===== config.mk =====
export PLATFORM = sky130hd
export DESIGN_NAME = sb_top
export DESIGN_NICKNAME = d
export VERILOG_FILES = /design/src/rtl/sb_pkg.sv /design/src/rtl/sb_top.sv /design/src/rtl/sb_issue.sv /design/src/rtl/sb_dispatch.sv /design/src/rtl/sb_reg_status.sv
export VERILOG_INCLUDE_DIRS = /design/src /design/src/rtl
export SDC_FILE = /design/constraint.sdc
export NUM_CORES = 1
export LEC_CHECK = 0
export BUFFER_PORTS_ARGS = -buffer_cell sky130_fd_sc_hd__clkbuf_2
export CAP_MARGIN = 20
export CORE_MARGIN = 2
export CORE_UTILIZATION = 45
export DETAILED_ROUTE_END_ITERATION = 6
export GPL_TIMING_DRIVEN = 0
export SKIP_CTS_REPAIR_TIMING = 1
export SLEW_MARGIN = 20
export SYNTH_ARGS = -nofsm -noshare
export SYNTH_HDL_FRONTEND = slang
export SYNTH_SLANG_ARGS = --single-unit

===== constraint.sdc =====
create_clock -name CLK -period 3.5 [get_ports CLK]
set_clock_uncertainty 0.2 [all_clocks]
set_input_delay 0.175 -clock CLK [delete_from_list [all_inputs] [get_ports CLK]]
set_output_delay 0.175 -clock CLK [all_outputs]
set_load 0.02 [all_outputs]

===== src/rtl/sb_cfg.svh =====
`ifndef SB_CFG_SVH
`define SB_CFG_SVH

// architectural register file size
`define SB_NUM_REGS 32

// bits needed to name one register
`define SB_REG_W 5

// one unit per kind, ALU then LSU then BR
`define SB_NUM_FU 3

`endif

===== src/rtl/sb_pkg.sv =====
package sb_pkg;

    // instruction class as decoded by fetch
    typedef enum logic [1:0] {
        KIND_ALU  = 2'd0,
        KIND_LSU  = 2'd1,
        KIND_BR   = 2'd2,
        KIND_HALT = 2'd3
    } fu_kind_t;

    // functional unit index
    typedef logic [1:0] fu_id_t;

    localparam fu_id_t FU_ALU = 2'd0;
    localparam fu_id_t FU_LSU = 2'd1;
    localparam fu_id_t FU_BR  = 2'd2;

    // valid means the value is still owed by unit fu
    typedef struct packed {
        logic   valid;
        fu_id_t fu;
    } tag_t;

    localparam tag_t TAG_NONE = '0;

    // HALT has no unit of its own, it falls back to the ALU id
    function automatic fu_id_t kind_to_fu(input fu_kind_t kind);
        fu_id_t id;
        case (kind)
            KIND_LSU: id = FU_LSU;
            KIND_BR:  id = FU_BR;
            default:  id = FU_ALU;
        endcase
        return id;
    endfunction

endpackage


===== src/rtl/sb_top.sv =====
`timescale 1ns/1ps
`include "sb_cfg.svh"

module sb_top (
    input  logic                   CLK,
    input  logic                   rst_n,
    input  logic                   fetch_valid,
    input  sb_pkg::fu_kind_t       fetch_kind,
    input  logic [`SB_REG_W-1:0]   fetch_rd,
    input  logic [`SB_REG_W-1:0]   fetch_rs1,
    input  logic [`SB_REG_W-1:0]   fetch_rs2,
    input  logic [`SB_NUM_FU-1:0]  fu_done,
    input  logic                   branch_resolved,
    output logic                   freeze,
    output logic                   jump,
    output logic                   fetch_halt,
    output logic                   halt,
    output logic                   out_valid,
    output sb_pkg::fu_id_t         out_fu,
    output logic [`SB_REG_W-1:0]   out_rd,
    output logic [`SB_REG_W-1:0]   out_rs1,
    output logic [`SB_REG_W-1:0]   out_rs2
);

    // register lookups for the fetched instruction
    sb_pkg::tag_t          rs1_tag;
    sb_pkg::tag_t          rs2_tag;
    sb_pkg::tag_t          rd_tag;

    // allocation from dispatch into both tables
    logic                  alloc_en;
    sb_pkg::fu_id_t        alloc_fu;
    logic [`SB_REG_W-1:0]  alloc_rd;
    logic [`SB_REG_W-1:0]  alloc_rs1;
    logic [`SB_REG_W-1:0]  alloc_rs2;
    sb_pkg::tag_t          alloc_t1;
    sb_pkg::tag_t          alloc_t2;

    logic [`SB_NUM_FU-1:0] fu_busy;

    sb_reg_status u_reg_status (
        .CLK      (CLK),
        .rst_n    (rst_n),
        .rs1      (fetch_rs1),
        .rs2      (fetch_rs2),
        .rd       (fetch_rd),
        .alloc_en (alloc_en),
        .alloc_fu (alloc_fu),
        .alloc_rd (alloc_rd),
        .fu_done  (fu_done),
        .rs1_tag  (rs1_tag),
        .rs2_tag  (rs2_tag),
        .rd_tag   (rd_tag)
    );

    sb_dispatch u_dispatch (
        .CLK             (CLK),
        .rst_n           (rst_n),
        .fetch_valid     (fetch_valid),
        .fetch_kind      (fetch_kind),
        .fetch_rd        (fetch_rd),
        .fetch_rs1       (fetch_rs1),
        .fetch_rs2       (fetch_rs2),
        .rs1_tag         (rs1_tag),
        .rs2_tag         (rs2_tag),
        .rd_tag          (rd_tag),
        .fu_busy         (fu_busy),
        .branch_resolved (branch_resolved),
        .alloc_en        (alloc_en),
        .alloc_fu        (alloc_fu),
        .alloc_rd        (alloc_rd),
        .alloc_rs1       (alloc_rs1),
        .alloc_rs2       (alloc_rs2),
        .alloc_t1        (alloc_t1),
        .alloc_t2        (alloc_t2),
        .freeze          (freeze),
        .jump            (jump),
        .fetch_halt      (fetch_halt),
        .halt            (halt)
    );

    // issue sits behind dispatch and drives execute
    sb_issue u_issue (
        .CLK       (CLK),
        .rst_n     (rst_n),
        .alloc_en  (alloc_en),
        .alloc_fu  (alloc_fu),
        .alloc_rd  (alloc_rd),
        .alloc_rs1 (alloc_rs1),
        .alloc_rs2 (alloc_rs2),
        .alloc_t1  (alloc_t1),
        .alloc_t2  (alloc_t2),
        .fu_done   (fu_done),
        .fu_busy   (fu_busy),
        .out_valid (out_valid),
        .out_fu    (out_fu),
        .out_rd    (out_rd),
        .out_rs1   (out_rs1),
        .out_rs2   (out_rs2)
    );

endmodule


===== src/rtl/sb_issue.sv =====
`timescale 1ns/1ps
`include "sb_cfg.svh"

module sb_issue (
    input  logic                   CLK,
    input  logic                   rst_n,
    input  logic                   alloc_en,
    input  sb_pkg::fu_id_t         alloc_fu,
    input  logic [`SB_REG_W-1:0]   alloc_rd,
    input  logic [`SB_REG_W-1:0]   alloc_rs1,
    input  logic [`SB_REG_W-1:0]   alloc_rs2,
    input  sb_pkg::tag_t           alloc_t1,
    input  sb_pkg::tag_t           alloc_t2,
    input  logic [`SB_NUM_FU-1:0]  fu_done,
    output logic [`SB_NUM_FU-1:0]  fu_busy,
    output logic                   out_valid,
    output sb_pkg::fu_id_t         out_fu,
    output logic [`SB_REG_W-1:0]   out_rd,
    output logic [`SB_REG_W-1:0]   out_rs1,
    output logic [`SB_REG_W-1:0]   out_rs2
);

    // unit status table
    logic [`SB_NUM_FU-1:0] issued;
    logic [`SB_REG_W-1:0]  rd_q  [`SB_NUM_FU];
    logic [`SB_REG_W-1:0]  rs1_q [`SB_NUM_FU];
    logic [`SB_REG_W-1:0]  rs2_q [`SB_NUM_FU];
    sb_pkg::tag_t          t1    [`SB_NUM_FU];
    sb_pkg::tag_t          t2    [`SB_NUM_FU];

    logic [`SB_NUM_FU-1:0] ready;
    logic                  sel_any;
    sb_pkg::fu_id_t        sel_fu;

    // drop the wait if the producing unit finishes this cycle
    function automatic sb_pkg::tag_t wake(input sb_pkg::tag_t t,
                                          input logic [`SB_NUM_FU-1:0] done);
        sb_pkg::tag_t res;
        res = t;
        if (t.valid && done[t.fu]) begin
            res.valid = 1'b0;
        end
        return res;
    endfunction

    always_comb begin
        for (int u = 0; u < `SB_NUM_FU; u++) begin
            ready[u] = fu_busy[u] && !issued[u] && !t1[u].valid && !t2[u].valid;
        end
    end

    // fixed priority where the lowest index wins (ALU, LSU, BR)
    always_comb begin
        sel_any = 1'b0;
        sel_fu  = sb_pkg::FU_ALU;
        for (int u = `SB_NUM_FU - 1; u >= 0; u--) begin
            if (ready[u]) begin
                sel_any = 1'b1;
                sel_fu  = sb_pkg::fu_id_t'(u);
            end
        end
    end

    always_ff @(posedge CLK) begin
        if (!rst_n) begin
            fu_busy   <= '0;
            issued    <= '0;
            out_valid <= 1'b0;
            for (int u = 0; u < `SB_NUM_FU; u++) begin
                t1[u] <= sb_pkg::TAG_NONE;
                t2[u] <= sb_pkg::TAG_NONE;
            end
        end else begin
            for (int u = 0; u < `SB_NUM_FU; u++) begin
                if (alloc_en && alloc_fu == sb_pkg::fu_id_t'(u)) begin
                    fu_busy[u] <= 1'b1;
                    issued[u]  <= 1'b0;
                    t1[u]      <= wake(alloc_t1, fu_done);
                    t2[u]      <= wake(alloc_t2, fu_done);
                end else begin
                    if (fu_done[u]) begin
                        fu_busy[u] <= 1'b0;
                        issued[u]  <= 1'b0;
                    end else if (sel_any && sel_fu == sb_pkg::fu_id_t'(u)) begin
                        issued[u] <= 1'b1;
                    end
                    t1[u] <= wake(t1[u], fu_done);
                    t2[u] <= wake(t2[u], fu_done);
                end
            end
            out_valid <= sel_any;
        end
    end

    // register fields and the outgoing instruction
    always_ff @(posedge CLK) begin
        for (int u = 0; u < `SB_NUM_FU; u++) begin
            if (alloc_en && alloc_fu == sb_pkg::fu_id_t'(u)) begin
                rd_q[u]  <= alloc_rd;
                rs1_q[u] <= alloc_rs1;
                rs2_q[u] <= alloc_rs2;
            end
        end
        if (sel_any) begin
            out_fu  <= sel_fu;
            out_rd  <= rd_q[sel_fu];
            out_rs1 <= rs1_q[sel_fu];
            out_rs2 <= rs2_q[sel_fu];
        end
    end

    // execute only completes work that was sent to it
    a_done_after_issue: assert property (
        @(posedge CLK) disable iff (!rst_n)
        (fu_done & ~(fu_busy & issued)) == '0
    ) else $error("fu_done %b for a unit not in flight", fu_done);

    a_issue_operands_ready: assert property (
        @(posedge CLK) disable iff (!rst_n)
        out_valid |-> (!t1[out_fu].valid && !t2[out_fu].valid)
    ) else $error("unit %0d issued with an operand still pending", out_fu);

endmodule


===== src/rtl/sb_dispatch.sv =====
`timescale 1ns/1ps
`include "sb_cfg.svh"

module sb_dispatch (
    input  logic                   CLK,
    input  logic                   rst_n,
    input  logic                   fetch_valid,
    input  sb_pkg::fu_kind_t       fetch_kind,
    input  logic [`SB_REG_W-1:0]   fetch_rd,
    input  logic [`SB_REG_W-1:0]   fetch_rs1,
    input  logic [`SB_REG_W-1:0]   fetch_rs2,
    input  sb_pkg::tag_t           rs1_tag,
    input  sb_pkg::tag_t           rs2_tag,
    input  sb_pkg::tag_t           rd_tag,
    input  logic [`SB_NUM_FU-1:0]  fu_busy,
    input  logic                   branch_resolved,
    output logic                   alloc_en,
    output sb_pkg::fu_id_t         alloc_fu,
    output logic [`SB_REG_W-1:0]   alloc_rd,
    output logic [`SB_REG_W-1:0]   alloc_rs1,
    output logic [`SB_REG_W-1:0]   alloc_rs2,
    output sb_pkg::tag_t           alloc_t1,
    output sb_pkg::tag_t           alloc_t2,
    output logic                   freeze,
    output logic                   jump,
    output logic                   fetch_halt,
    output logic                   halt
);

    sb_pkg::fu_id_t fu;
    logic           is_halt;
    logic           is_br;
    logic           struct_haz;
    logic           waw_haz;
    logic           accept;
    logic           br_pending;

    assign fu      = sb_pkg::kind_to_fu(fetch_kind);
    assign is_halt = (fetch_kind == sb_pkg::KIND_HALT);
    assign is_br   = (fetch_kind == sb_pkg::KIND_BR);

    // HALT needs no unit, so it never waits on a busy one
    assign struct_haz = fetch_valid && !is_halt && fu_busy[fu];

    // the destination still has an older writer in flight
    assign waw_haz = rd_tag.valid;

    // a pending branch or a halt stops everything behind it
    assign freeze = struct_haz || waw_haz || br_pending || fetch_halt;

    assign accept   = fetch_valid && !freeze;
    assign alloc_en = accept && !is_halt;

    // fields handed to the status table and the unit table
    assign alloc_fu  = fu;
    assign alloc_rd  = fetch_rd;
    assign alloc_rs1 = fetch_rs1;
    assign alloc_rs2 = fetch_rs2;
    assign alloc_t1  = rs1_tag;
    assign alloc_t2  = rs2_tag;

    always_ff @(posedge CLK) begin
        if (!rst_n) begin
            br_pending <= 1'b0;
            jump       <= 1'b0;
            fetch_halt <= 1'b0;
            halt       <= 1'b0;
        end else begin
            // one pulse per accepted branch
            jump <= accept && is_br;

            if (accept && is_br) begin
                br_pending <= 1'b1;
            end else if (branch_resolved) begin
                br_pending <= 1'b0;
            end

            // sticky until reset
            if (accept && is_halt) begin
                fetch_halt <= 1'b1;
            end

            // wait for every unit to drain before the core stops
            if (fetch_halt && fu_busy == '0) begin
                halt <= 1'b1;
            end
        end
    end

    // fetch keeps a frozen instruction in place until dispatch takes it
    a_hold_on_freeze: assert property (
        @(posedge CLK) disable iff (!rst_n)
        (fetch_valid && freeze) |=> (fetch_valid && $stable(fetch_kind) && $stable(fetch_rd)
            && $stable(fetch_rs1) && $stable(fetch_rs2))
    ) else $error("fetch changed an instruction while it was frozen");

    // execute may only resolve a branch that dispatch sent out
    a_resolve_needs_branch: assert property (
        @(posedge CLK) disable iff (!rst_n)
        branch_resolved |-> br_pending
    ) else $error("branch_resolved without a pending branch");

endmodule


===== src/rtl/sb_reg_status.sv =====
`timescale 1ns/1ps
`include "sb_cfg.svh"

module sb_reg_status (
    input  logic                   CLK,
    input  logic                   rst_n,
    input  logic [`SB_REG_W-1:0]   rs1,
    input  logic [`SB_REG_W-1:0]   rs2,
    input  logic [`SB_REG_W-1:0]   rd,
    input  logic                   alloc_en,
    input  sb_pkg::fu_id_t         alloc_fu,
    input  logic [`SB_REG_W-1:0]   alloc_rd,
    input  logic [`SB_NUM_FU-1:0]  fu_done,
    output sb_pkg::tag_t           rs1_tag,
    output sb_pkg::tag_t           rs2_tag,
    output sb_pkg::tag_t           rd_tag
);

    // one pending-writer tag per architectural register
    sb_pkg::tag_t status [`SB_NUM_REGS];

    always_ff @(posedge CLK) begin
        if (!rst_n) begin
            for (int r = 0; r < `SB_NUM_REGS; r++) begin
                status[r] <= sb_pkg::TAG_NONE;
            end
        end else begin
            // x0 is hardwired, its entry keeps the reset value
            for (int r = 1; r < `SB_NUM_REGS; r++) begin
                if (alloc_en && alloc_rd == `SB_REG_W'(r)) begin
                    status[r].valid <= 1'b1;
                    status[r].fu    <= alloc_fu;
                end else if (status[r].valid && fu_done[status[r].fu]) begin
                    // only the unit still named here may release it
                    status[r].valid <= 1'b0;
                end
            end
        end
    end

    // lookups for the instruction sitting at fetch
    assign rs1_tag = status[rs1];
    assign rs2_tag = status[rs2];
    assign rd_tag  = status[rd];

    // dispatch must have held off a WAW before allocating
    a_no_double_owner: assert property (
        @(posedge CLK) disable iff (!rst_n)
        (alloc_en && alloc_rd != '0) |-> !status[alloc_rd].valid
    ) else $error("register %0d allocated while still pending", alloc_rd);

endmodule


==> results.sh <==
export IMPL_overflow=0
export IMPL_worstReg2RegStart="u_reg_status.status[10][2]$_SDFFCE_PN0P_"
export IMPL_die_h_um=154
export IMPL_required_ps=3490
export IMPL_cp_start_kind="input port"
export IMPL_grt_util_all_layers=0.259
export IMPL_netSwitchingFraction=0.290
export IMPL_synth_most_common_cell="edfxtp_1"
export IMPL_vias_per_cell=6.15
export IMPL_critPathCaptureType="flop"
export IMPL_p_leak_nw=4.26
export IMPL_finalCritPeriodShare=0.936
export IMPL_maxSlewHeadroom=0.437
export IMPL_worstHoldStart="fetch_kind[1]"
export IMPL_avgSynthCellArea_um2=11.8
export IMPL_cts_buffer_depth=2
export IMPL_coreArea_mm2=0.0219
export IMPL_max_freq_mhz=305
export IMPL_drcViolationCount=0
export IMPL_ys_warn_count=0
export IMPL_cap_violations=0
export IMPL_p_comb_frac=0.130
export IMPL_tritoncts="done"
export IMPL_gp_congestion=1.00
export IMPL_grt_max_degree=22
export IMPL_io_buffers=42
export IMPL_p_per_area_mw_per_mm2=465
export IMPL_synthFlopType="edfxtp_1"
export IMPL_synth_top_area_cell="edfxtp_1"
export IMPL_tightest_slew_ps=845
export IMPL_dr_pass1_iters=5
export IMPL_peakVddDrop_mv=0.319
export IMPL_htreeDepth=4
export IMPL_diodes=0
export IMPL_clock_sinks=184
export IMPL_clk_latency_ps=450
export IMPL_power_clock_fraction=0.376
export IMPL_grt_antenna_before_repair=0
export IMPL_maxSlewViolCount=0
export IMPL_min_path_type="input port to flop"
export IMPL_crit_type="input port to flop"
export IMPL_synth_common_cells="edfxtp_1, mux2i_1, o21ai_0, nor2_1, nand2_1"
export IMPL_ys_top_cells_by_area="edfxtp_1, mux2i_1, mux4_2, o21ai_0, nor2_1"
export IMPL_crit_fanout=10
export IMPL_dieArea_mm2=0.0236
export IMPL_pwr_share_seq=0.495
export IMPL_outcome="complete, no violations"
export IMPL_async_reset_ff_frac=0
export IMPL_initial_core_util=0.461
export IMPL_drt_iter0_markers=813
export IMPL_synth_top_area_frac=0.515
export IMPL_ant_nets=0
export IMPL_syn_area_mm2=0.0101
export IMPL_syn2layout_area_growth_pct=13.4
export IMPL_setup_violations=0
export IMPL_arrival_ps=3270
export IMPL_ys_ff_latch=184
export IMPL_fin_crit_ps=3280
export IMPL_die_x_um=154
export IMPL_rows=54
export IMPL_vias=7531
export IMPL_layout_drive_gt1_share=0.165
export IMPL_timing_hold_ws_ps=18.8
export IMPL_internal_power_mw=3.78
export IMPL_yosysUniqueCellTypes=63
export IMPL_rsz0062_at_grt="false"
export IMPL_wl_um=30300
export IMPL_postSynthCellCount=854
export IMPL_synth_nets=883
export IMPL_reg2reg_depth=6
export IMPL_tns_ps=0
export IMPL_hold_viol=0
export IMPL_power_switching_mw=1.54
export IMPL_cts_buffers=17
export IMPL_wl_per_cell_um=24.7
export IMPL_min_path_cells=4
export IMPL_clk_pin_slew_worst_paths_ps=80
export IMPL_synth_edf_count=173
export IMPL_crit_path_start="fetch_rs1[2]"
export IMPL_yosysSeqAreaShare=0.537
export IMPL_grt_pass1_vias=7360
export IMPL_io_pins=46
export IMPL_grt_pass1_wl_um=45600
export IMPL_dp_hpwl_um=22100
export IMPL_cts_root_buf="clkbuf_16"
export IMPL_nets=961
## sequential cells by signal, indices dropped and copies added (netlist names)
name,count
u_issue.t2,9
u_dispatch.fetch_halt,1
u_reg_status.status,93
u_issue.t1,9
u_issue.out_rs1,5
u_issue.out_rs2,5
u_dispatch.jump,1
u_issue.fu_busy,3
u_dispatch.halt,1
u_issue.out_valid,1
u_issue.out_fu,2
u_issue.rs1_q,15
u_issue.rs2_q,15
u_issue.out_rd,5
u_issue.rd_q,15
u_dispatch.br_pending,1
u_issue.issued,3
## power groups by stage
stage          clock, mW  combinational, mW  sequential (mW)
2_1_floorplan          0              0.447             2.65
3_3_place_gp           0              0.660             2.67
3_5_place_dp           0              0.663             2.68
4_1_cts             2.01              0.666             2.63
5_1_grt             2.10              0.741             2.64
6_report            2.00              0.690             2.63
## layout make-up
| type | count | area [um2] |
|---|---|---|
| buffer | 59 | 274 |
| clock buffer | 17 | 425 |
| clock inverter | 15 | 193 |
| fill | 1963 | 10500 |
| inverter | 17 | 63.8 |
| multi-input combinational | 594 | 4340 |
| sequential | 184 | 5420 |
| tap | 280 | 350 |
| timing repair buffer | 59 | 380 |
## metrics by stage
| step | area (um2) | std cells | setup slack [ps] | power, mW | utilization |
|---|---|---|---|---|---|
| 2_1_floorplan | 10100 | 854 | 1040 | 3.10 | - |
| 3_3_place_gp | 10700 | 1176 | 327 | 3.33 | 0.487 |
| 3_5_place_dp | 10700 | 1176 | 335 | 3.34 | 0.487 |
| 4_1_cts | 11300 | 1208 | 540 | 5.31 | 0.515 |
| 5_1_grt | 11400 | 1225 | 86.1 | 5.48 | 0.523 |
| 6_report | 11400 | 1225 | 223 | 5.32 | 0.523 |
## cell families (layout without fill, tap and decap cells)
| logic type | after synthesis | in the layout | synth area share |
|---|---|---|---|
| multiplexers | 143 | 143 | 0.174 |
| AND/OR/NAND/NOR | 261 | 261 | 0.135 |
| adder cells (fa/ha/maj) | 5 | 5 | 0.00620 |
| AO/OA/AOI/OAI | 185 | 185 | 0.115 |
| flip-flops | 184 | 184 | 0.537 |
| buffers and inverters | 76 | 167 | 0.0335 |
## cell usage in the layout (no fill, tap or decap), drive strengths merged, types with 9 or more instances in the layout
master,instances
nor2,78
a21o,24
mux2,12
nor2b,13
o21ai,93
nand2,65
inv,25
nand2b,10
nand3b,34
dlygate4sd3,17
a21oi,29
buf,30
nand3,29
mux4,23
nand4,9
clkbuf,88
dfxtp,11
mux2i,108
a22oi,9
edfxtp,173
## path summary, 6_finish.rpt
path                                                        to  slack (ps)
worst max-delay path            u_issue.t1[1][2]$_SDFFCE_PP0P_         220
worst min-delay path                u_dispatch.jump$_SDFF_PN0_          20
worst max register to register    u_issue.rd_q[1][2]$_DFFE_PP_         540
worst min register to register    u_dispatch.halt$_SDFFE_PN0P_         280
## worst max-delay path: stages
cell	delay [ps]
dlygate4sd3_1	520
clkbuf_2	140
buf_2	220
buf_2	330
nor2b_1	620
a22oi_1	160
nand4_1	210
nand4_1	230
or3b_1	410
o211ai_1	160
nor2_1	100
## per-layer routing
layer / routed length [um] / vias to the layer above / track usage
met5: 0 / - / 0
met2: 14000 / 365 / 0.411
met1: 13100 / 3706 / 0.363
li1: - / 3399 / -
met4: 812 / 0 / 0.0896
met3: 2370 / 61 / 0.0448
Note: power is estimated with default switching activity, not from simulation.
